--- config.mk ---
export PLATFORM = sky130hd
export DESIGN_NAME = tex_rsp_queue
export DESIGN_NICKNAME = d
export VERILOG_FILES = /design/src/source/tex_pkg.sv /design/src/source/tex_rsp_queue.sv
export VERILOG_INCLUDE_DIRS = /design/src /design/src/include
export SDC_FILE = /design/constraint.sdc
export NUM_CORES = 1
export LEC_CHECK = 0
export BUFFER_PORTS_ARGS = -buffer_cell sky130_fd_sc_hd__clkbuf_2
export CORE_MARGIN = 5
export CORE_UTILIZATION = 36
export CTS_BUF_LIST = sky130_fd_sc_hd__clkbuf_16
export DETAILED_ROUTE_END_ITERATION = 8
export HOLD_SLACK_MARGIN = 0.06
export SLEW_MARGIN = 10
export SYNTH_ARGS = -nofsm -noshare
export SYNTH_HDL_FRONTEND = slang
export SYNTH_SLANG_ARGS = --single-unit
export TNS_END_PERCENT = 100
--- constraint.sdc ---
create_clock -name clk -period 9.2 [get_ports clk]
set_input_delay 0 -clock clk [delete_from_list [all_inputs] [get_ports clk]]
set_output_delay 0 -clock clk [all_outputs]
set_load 0.05 [all_outputs]
--- src/include/tex_config.svh ---
`ifndef TEX_CONFIG_SVH
`define TEX_CONFIG_SVH

//////////////////////////////
// warp shape
//////////////////////////////

// lanes per warp.
`define TEX_NUM_THREADS 4

// width of the warp id.
`define TEX_NW_BITS 2

// width of the destination register index.
`define TEX_NR_BITS 5

//////////////////////////////
// filtering
//////////////////////////////

// per-lane u and v width; only the low TEX_BLEND_FRAC bits take part in blending.
`define TEX_COORD_BITS 16

`define TEX_BLEND_FRAC 8

// entries in the response queue.
`define TEX_QUEUE_DEPTH 2

`endif

--- src/source/tex_pkg.sv ---
package tex_pkg;

    `include "tex_config.svh"

    typedef enum logic {
        filter_point    = 1'b0,
        filter_bilinear = 1'b1
    } tex_filter_e;

    typedef enum logic [2:0] {
        fmt_r8g8b8a8 = 3'd0,
        fmt_r5g6b5   = 3'd1,
        fmt_r4g4b4a4 = 3'd2,
        fmt_l8       = 3'd3,
        fmt_a8       = 3'd4,
        fmt_l8a8     = 3'd5
    } tex_format_e;

    // red sits in the low byte, alpha in the top byte.
    typedef struct packed {
        logic [7:0] a;
        logic [7:0] b;
        logic [7:0] g;
        logic [7:0] r;
    } tex_color_t;

    typedef logic [`TEX_NW_BITS-1:0] tex_wid_t;

    typedef logic [`TEX_NR_BITS-1:0] tex_rd_t;

    typedef logic [31:0] tex_pc_t;

endpackage

--- src/source/tex_rsp_queue.sv ---
`include "tex_config.svh"

module tex_rsp_queue #(
    parameter int DEPTH = 2
) (
    input  logic                                         clk,
    input  logic                                         rst_n,

    input  logic                                         in_valid,
    output logic                                         in_ready,
    input  tex_pkg::tex_wid_t                            in_wid,
    input  logic [`TEX_NUM_THREADS-1:0]                  in_tmask,
    input  tex_pkg::tex_pc_t                             in_pc,
    input  tex_pkg::tex_rd_t                             in_rd,
    input  logic                                         in_wb,
    input  tex_pkg::tex_color_t [`TEX_NUM_THREADS-1:0]   in_data,

    output logic                                         out_valid,
    input  logic                                         out_ready,
    output tex_pkg::tex_wid_t                            out_wid,
    output logic [`TEX_NUM_THREADS-1:0]                  out_tmask,
    output tex_pkg::tex_pc_t                             out_pc,
    output tex_pkg::tex_rd_t                             out_rd,
    output logic                                         out_wb,
    output tex_pkg::tex_color_t [`TEX_NUM_THREADS-1:0]   out_data
);

    import tex_pkg::*;

    localparam int PTR_W = (DEPTH > 1) ? $clog2(DEPTH) : 1;
    localparam int CNT_W = $clog2(DEPTH + 1);

    tex_wid_t                          wid_mem   [DEPTH];
    logic [`TEX_NUM_THREADS-1:0]       tmask_mem [DEPTH];
    tex_pc_t                           pc_mem    [DEPTH];
    tex_rd_t                           rd_mem    [DEPTH];
    logic                              wb_mem    [DEPTH];
    tex_color_t [`TEX_NUM_THREADS-1:0] data_mem  [DEPTH];

    logic [PTR_W-1:0] wr_ptr;
    logic [PTR_W-1:0] rd_ptr;
    logic [CNT_W-1:0] count;
    logic             push;
    logic             pop;

    function automatic logic [PTR_W-1:0] next_ptr(input logic [PTR_W-1:0] p);
        return (p == PTR_W'(DEPTH - 1)) ? '0 : p + 1'b1;
    endfunction

    assign in_ready  = (count != CNT_W'(DEPTH)); // a full queue refuses, even while popping.
    assign out_valid = (count != '0);
    assign push      = in_valid && in_ready;
    assign pop       = out_valid && out_ready;

    //////////////////////////////
    // pointers and count
    //////////////////////////////

    always_ff @(posedge clk or negedge rst_n) begin
        if (!rst_n) begin
            wr_ptr <= '0;
            rd_ptr <= '0;
            count  <= '0;
        end else begin
            if (push) wr_ptr <= next_ptr(wr_ptr);
            if (pop) rd_ptr <= next_ptr(rd_ptr);
            count <= count + CNT_W'(push) - CNT_W'(pop);
        end
    end

    always_ff @(posedge clk) begin
        if (push) begin
            wid_mem[wr_ptr]   <= in_wid;
            tmask_mem[wr_ptr] <= in_tmask;
            pc_mem[wr_ptr]    <= in_pc;
            rd_mem[wr_ptr]    <= in_rd;
            wb_mem[wr_ptr]    <= in_wb;
            data_mem[wr_ptr]  <= in_data;
        end
    end

    assign out_wid   = wid_mem[rd_ptr]; // head entry, stable until popped.
    assign out_tmask = tmask_mem[rd_ptr];
    assign out_pc    = pc_mem[rd_ptr];
    assign out_rd    = rd_mem[rd_ptr];
    assign out_wb    = wb_mem[rd_ptr];
    assign out_data  = data_mem[rd_ptr];

endmodule

==> results of run 1 <==
## power groups by stage
stage	Clock, W	Sequential [W]	Combinational [W]
floorplan	0	0.00234	0.00204
global placement	0	0.00230	0.00252
detailed placement	0	0.00231	0.00252
CTS	0.00145	0.00228	0.00259
global route	0.00152	0.00231	0.00267
finish	0.00140	0.00228	0.00255
## Yosys cell counts, drive strengths merged
| library cell | count |
|---|---|
| and3 | 1 |
| a21bo | 1 |
| mux2 | 172 |
| edfxtp | 344 |
| a32oi | 1 |
| a211oi | 1 |
| nor2 | 3 |
| nand2 | 2 |
| nand2b | 1 |
| dfrtp | 4 |
| ha | 1 |
| xnor2 | 3 |
| or2 | 1 |
| nor2b | 1 |
| buf | 19 |
| nand3 | 1 |
| o21ai | 1 |
## state kept, by name, indices dropped and copies added (netlist names)
register / cells
wr_ptr: 1
pc_mem: 64
rd_mem: 10
rd_ptr: 1
count: 2
tmask_mem: 8
data_mem: 256
wid_mem: 4
wb_mem: 2
## repair_timing
| action | in CTS | in global routing |
|---|---|---|
| hold buffers | 176 | 0 |
| hold endpoints to repair | 352 | 0 |
| resized for setup | 0 | 0 |
| setup endpoints to repair | 0 | 0 |
## final cells by class
cell class                 instances  area [um2]  share of cell area [%]
tap                              455         569                    3.20
sequential                       348       10400                    58.7
timing repair buffer             530        3560                    20.0
clock inverter                    25         214                    1.20
multi-input combinational        190        2070                    11.6
clock buffer                      37         926                    5.21
antenna                            2        5.00                  0.0282
## metal layers
layer | routed length, um | global-route usage, % | part of all wire, % | up-vias
li1 | - | - | - | 3331
met1 | 10800 | 16.4 | 39 | 3438
met2 | 14100 | 23.2 | 51 | 230
met3 | 1880 | 3.79 | 6.8 | 49
met4 | 836 | 5.56 | 3.0 | 0
met5 | 0 | 0 | 0 | -
## metrics by stage
step / total power (W) / area, um2 / hold slack [ns]
floorplan: 0.00438 / 12700 / -0.296
global placement: 0.00482 / 14900 / -0.180
detailed placement: 0.00483 / 14900 / -0.180
CTS: 0.00632 / 17800 / 0.163
global route: 0.00649 / 17800 / 0.179
finish: 0.00623 / 17800 / 0.209
## final timing paths
check                                  start               end  slack, ns  depth (start not counted)
worst min-delay path            in_data[117]  data_mem[1][117]       0.21                          2
max in group asynchronous              rst_n            rd_ptr       8.52                          3
worst max register to register      count[0]  data_mem[1][121]       6.69                          3
worst min register to register        wr_ptr            wr_ptr       0.55                          1
min in group asynchronous              rst_n            rd_ptr       0.47                          3
worst max-delay path                  rd_ptr      out_data[54]       6.23                          3
## worst reg2reg max path: stages (launching register included)
cell and delay, ns:
sky130_fd_sc_hd__dfrtp_1 0.43, sky130_fd_sc_hd__nand2b_1 0.18, sky130_fd_sc_hd__and3_4 0.60, sky130_fd_sc_hd__buf_4 0.84
## kinds of logic after synthesis
family	after synthesis
buffers and inverters	19
AOI/OAI and AO/OA	4
xor gates and xnor gates	3
muxes	172
and+or+nand+nor	10
adders and majority gates	1
DFF	348
==> flow_summary.rst, run 1 <==
.. list-table::
   :header-rows: 1

   * - Metric
     - Value
   * - Growth of design area from synthesis to finish
     - 40.0%
   * - Worst skew pair latency
     - 0.51 ns
   * - Share of total power in sequential cells
     - 36.6%
   * - Detailed-route wire length per cell
     - 17.4 um
   * - Die outline width
     - 198 um
   * - Cell at the slowest stage of the critical path
     - sky130_fd_sc_hd__buf_4
   * - I/O Pins
     - 350
   * - Final number of setup-violating endpoints
     - 0
   * - Xor-xnor portion of the synthesized cell area
     - 0.207%
   * - Endpoint required time on the critical path
     - 9.20 ns
   * - Power Internal
     - 0.00369 W
   * - Via density per instance
     - 4.44
   * - Final number of hold-violating endpoints
     - 0
   * - Final core occ
     - 51.2%
   * - Count of max-cap constraint violations
     - 0
   * - Final clock skew
     - 0.00641 ns
   * - CP Buf/Inv Count
     - 2
   * - Most frequent cells in the layout
     - sky130_fd_sc_hd__clkbuf_2, sky130_fd_sc_hd__edfxtp_1, sky130_fd_sc_hd__dlygate4sd3_1
   * - Antenna violations before repair
     - 0
   * - Sw frac
     - 40.8%
   * - Clock Path Buffers
     - 3
   * - Clock tree from TritonCTS
     - built
   * - Relative slew slack
     - 21.3%
   * - Complex-gate fraction of the synthesized area
     - 0.246%
   * - Leak
     - 6.76 nW
   * - Maximum fanout count along the critical path
     - 77
   * - Data arrival, critical path
     - 2.97 ns
   * - Number of warning messages in the yosys log
     - 0
   * - Post-route fraction of the period consumed by the critical path
     - 32.3%
   * - Synth Instances
     - 557
   * - Share of layout cells above drive strength 1
     - 51.3%
   * - Routed via count
     - 7048
   * - Clock sinks
     - 348
   * - Buffers added on ports
     - 349
   * - Combinational cell fraction of total power
     - 41.0%
   * - Hold Crit Class
     - in2reg
   * - Combined area of all synthesized cells
     - 12700 um2
   * - Area share of the leading cell type in the synthesized netlist
     - 81.3%
   * - Mean cell area of the mapped netlist
     - 22.8 um2
   * - Maximum clock frequency
     - 337 MHz
   * - Number of fill cells in the layout
     - 2863
   * - Final critical path time including I/O delays and setup
     - 2.97 ns
   * - Worst voltage drop across the vdd grid
     - 0.000212 V
   * - Global-route wire length before repair
     - 41700 um
   * - Simple-gate share of the synthesized area
     - 0.384%
   * - Synth Net Count
     - 734
   * - Dominant cell type by area after synthesis
     - sky130_fd_sc_hd__edfxtp_1
   * - Crit. End Element
     - output pin
   * - Portion of netlist area occupied by mux cells
     - 15.3%
   * - Remaining global-route overflow
     - 0
   * - Initial DRT Pass Iterations
     - 6
   * - Unrepaired setup endpoints after global routing
     - false
   * - Post-synthesis sequential element count
     - 348
   * - Critical path's largest stage delay
     - 0.85 ns
   * - Total routing resource utilization after global routing
     - 13.6%
   * - Maximum number of pins on one net before global-route repair
     - 173
   * - Post-DP HPWL
     - 17200 um
   * - Number of slew-limit violations in the final report
     - 0
   * - Number of design rule violations left after detail routing
     - 0
   * - Post-Synth Adder-Cell Area
     - 0.0985%
   * - Clock transition at path regs
     - 0.06 ns
   * - CTS buffer count
     - 37
   * - Post-DRT Antenna Nets
     - 0
   * - Critical path cell sequence
     - buf_4 > mux2_2 > clkbuf_2
   * - Core Region
     - 34700 um2
   * - Clock power frac
     - 22.5%
   * - Die outline height
     - 198 um
   * - Placed Cells
     - 1347
   * - Sw power
     - 0.00254 W
   * - Transition time at the pin with the least slew margin
     - 1.18 ns
   * - Post-CTS setup buffers
     - 0
   * - Slack of the critical path
     - 6.23 ns
   * - Critical path class
     - reg2out
   * - Detailed Route WL
     - 27600 um
   * - Result of the run
     - finished clean
   * - Total Neg Setup Slack
     - 0 ns
   * - Kind of cell with the highest combined delay on the critical path
     - buffers and inverters
   * - DIE AREA
     - 39100 um2
   * - Main combinational cell family by area after synthesis
     - multiplexers
   * - Number of violations reported at the end of detailed-routing iteration 0
     - 233
   * - # H-tree levels
     - 2
   * - Number of non-filler instances in the completed layout
     - 1587
   * - Setup crit start kind
     - register
   * - Leading cell type in the layout, fill and taps excluded
     - sky130_fd_sc_hd__clkbuf_2
   * - Placement row count
     - 68
   * - Initial Utilization
     - 36.6%
   * - Number of library cell types mapped by synthesis
     - 17
   * - Placer congestion estimate
     - 0.729
   * - Net count of the finished layout
     - 1284
   * - Root buffer cell
     - sky130_fd_sc_hd__clkbuf_16
   * - Sequential area share after synthesis
     - 82.1%
   * - Biggest area contributors in the synthesized netlist
     - sky130_fd_sc_hd__edfxtp_1, sky130_fd_sc_hd__mux2_2, sky130_fd_sc_hd__buf_6
   * - Pwr/cell area
     - 350 nW/um2
   * - Setup slack after placement
     - 6.66 ns
   * - Vias in the first global route
     - 7646
Note: power is estimated with default switching activity, not from simulation.
==> run 2, diff against run 1 <==
==> constraint.sdc (replaced) <==
create_clock -name clk -period 2.6 [get_ports clk]
set_input_delay 0 -clock clk [delete_from_list [all_inputs] [get_ports clk]]
set_output_delay 0 -clock clk [all_outputs]
set_load 0.05 [all_outputs]
==> run 2 against run 1 <==
- cell count grew 0.63%
- sequential cell count is the same
- clock power grew to 3.7 times the previous value
- total power grew to 3.6 times the previous value
- critical path depth is the same
- global-route usage is essentially flat
- critical path type unchanged
- largest cell class unchanged
==> flow_summary.rst, run 2 (synthesized netlist as in run 1, its figures left out) <==
.. list-table::
   :header-rows: 1

   * - Metric
     - Value
   * - Result of the run
     - finished clean
   * - Critical path cell sequence
     - buf_12 > mux2_2 > clkbuf_2
   * - Growth of design area from synthesis to finish
     - 42.1%
   * - Launching element of the worst setup path
     - rd_ptr
   * - Final std cell area, no fill
     - 18000 um2
   * - Global-route wire length before repair
     - 42200 um
   * - Post-DRT Antenna Nets
     - 0
   * - Start of the worst register-to-register path
     - count[0]
   * - Setup crit start kind
     - register
   * - Clock Path Buffers
     - 3
   * - Share of layout cells above drive strength 1
     - 51.9%
   * - Critical path's largest stage delay
     - 0.46 ns
   * - # H-tree levels
     - 2
   * - Buffers added on ports
     - 349
   * - Critical path class
     - reg2out
   * - Root buffer cell
     - sky130_fd_sc_hd__clkbuf_16
   * - Maximum fanout count along the critical path
     - 67
   * - Vias in the first global route
     - 7726
   * - Slack of the critical path
     - 0.559 ns
   * - Total routing resource utilization after global routing
     - 13.6%
   * - Relative slew slack
     - 61.2%
   * - CTS buffer count
     - 38
   * - Setup slack after placement
     - 0.741 ns
   * - Antenna violations before repair
     - 2
   * - Largest Register
     - data_mem
   * - Die outline height
     - 198 um
   * - Maximum clock frequency
     - 490 MHz
   * - Endpoint required time on the critical path
     - 2.60 ns
   * - Start point of the worst min-delay path
     - in_pc[8]
   * - Placed cell area
     - 15100 um2
   * - Crit. End Element
     - output pin
   * - Final number of setup-violating endpoints
     - 0
   * - Via density per instance
     - 4.46
   * - Final number of hold-violating endpoints
     - 0
   * - Cell at the slowest stage of the critical path
     - sky130_fd_sc_hd__dfrtp_4
   * - Placed Cells
     - 1355
   * - Worst skew pair latency
     - 0.51 ns
   * - Placer congestion estimate
     - 0.699
   * - Core Region
     - 34700 um2
   * - Most frequent cells in the layout
     - sky130_fd_sc_hd__clkbuf_2, sky130_fd_sc_hd__edfxtp_1, sky130_fd_sc_hd__dlygate4sd3_1
   * - I/O Pins
     - 350
   * - Transition time at the pin with the least slew margin
     - 0.582 ns
   * - Number of design rule violations left after detail routing
     - 0
   * - Pwr/cell area
     - 1240 nW/um2
   * - Routed via count
     - 7116
   * - Leading cell type in the layout, fill and taps excluded
     - sky130_fd_sc_hd__clkbuf_2
   * - Clock tree from TritonCTS
     - built
   * - Final critical path time including I/O delays and setup
     - 2.04 ns
   * - Post-DP HPWL
     - 17700 um
   * - Worst voltage drop across the vdd grid
     - 0.000890 V
   * - Number of non-filler instances in the completed layout
     - 1597
   * - Unrepaired setup endpoints after global routing
     - false
   * - Overall Power
     - 0.0225 W
   * - Initial DRT Pass Iterations
     - 4
   * - Clock sinks
     - 348
   * - Post-CTS setup buffers
     - 0
   * - Net count of the finished layout
     - 1293
   * - Die outline width
     - 198 um
   * - Hold Crit Class
     - in2reg
   * - Flip-flop count of the largest register after layout
     - 256
   * - Number of violations reported at the end of detailed-routing iteration 0
     - 178
   * - Data arrival, critical path
     - 2.04 ns
   * - Post-route fraction of the period consumed by the critical path
     - 78.5%
   * - Top flop regs
     - data_mem: 256 flops, pc_mem: 64 flops, rd_mem: 10 flops
   * - Maximum number of pins on one net before global-route repair
     - 72
   * - Leak
     - 6.89 nW
   * - Number of slew-limit violations in the final report
     - 0
   * - Clock transition at path regs
     - 0.06 ns
   * - Remaining global-route overflow
     - 0
   * - Total Neg Setup Slack
     - 0 ns
   * - Detailed-route wire length per cell
     - 17.5 um
   * - Detailed Route WL
     - 28000 um
   * - Count of max-cap constraint violations
     - 0
   * - DIE AREA
     - 39100 um2
   * - Placement row count
     - 68
   * - Initial Utilization
     - 36.6%
   * - Final clock skew
     - 0.0126 ns
==> run 2: per-stage QoR <==
| step | hold WS, ns | utilization [%] |
|---|---|---|
| 2_1_floorplan | -0.296 | - |
| 3_3_place_gp | -0.182 | 43.4 |
| 3_5_place_dp | -0.174 | 43.4 |
| 4_1_cts | 0.184 | 52.0 |
| 5_1_grt | 0.200 | 52.0 |
| 6_report | 0.215 | 52.0 |
==> run 2: power by group <==
| part | switching (W) | internal (W) |
|---|---|---|
| sequential | 0.000270 | 0.00765 |
| clock | 0.00202 | 0.00312 |
| combinational | 0.00679 | 0.00261 |
==> run 2: area by class of cell <==
| class | instances | area [um2] |
|---|---|---|
| Tap cell | 455 | 569 |
| Sequential cell | 348 | 10400 |
| Multi-Input combinational cell | 190 | 2080 |
| Clock inverter | 24 | 189 |
| Timing Repair Buffer | 538 | 3740 |
| Clock buffer | 41 | 1030 |
| Fill cell | 2827 | 16700 |
| Antenna cell | 1 | 2.50 |
==> run 2: path summary, 6_finish.rpt <==
| check | endpoint | cells after the start | slack [ns] |
|---|---|---|---|
| setup reg to reg | data_mem[1][53] | 3 | 0.75 |
| max in group asynchronous | rd_ptr | 3 | 1.97 |
| hold reg to reg | wr_ptr | 1 | 0.55 |
| setup / recovery | out_data[19] | 3 | 0.56 |
| hold / removal | pc_mem[0][8] | 2 | 0.22 |
| min in group asynchronous | rd_ptr | 3 | 0.43 |
==> run 2: routing by layer <==
layer | track usage [%] | wire [um] | up-vias
li1 | - | - | 3345
met1 | 15.9 | 10700 | 3478
met2 | 24.1 | 14400 | 244
met3 | 4.68 | 2260 | 47
met4 | 3.62 | 576 | 2
met5 | 0 | 7 | -
==> run 2: timing repair <==
action                    in CTS  in global routing
hold endpoints to repair     352                  0
gates resized for setup        0                  0
hold buffers                 176                  0
==> run 2: critical path: cells and delay by family (launching register included) <==
family                 cells  cell delay (ns)
DFF                        1             0.46
muxes                      1             0.40
buffers and inverters      2             0.55
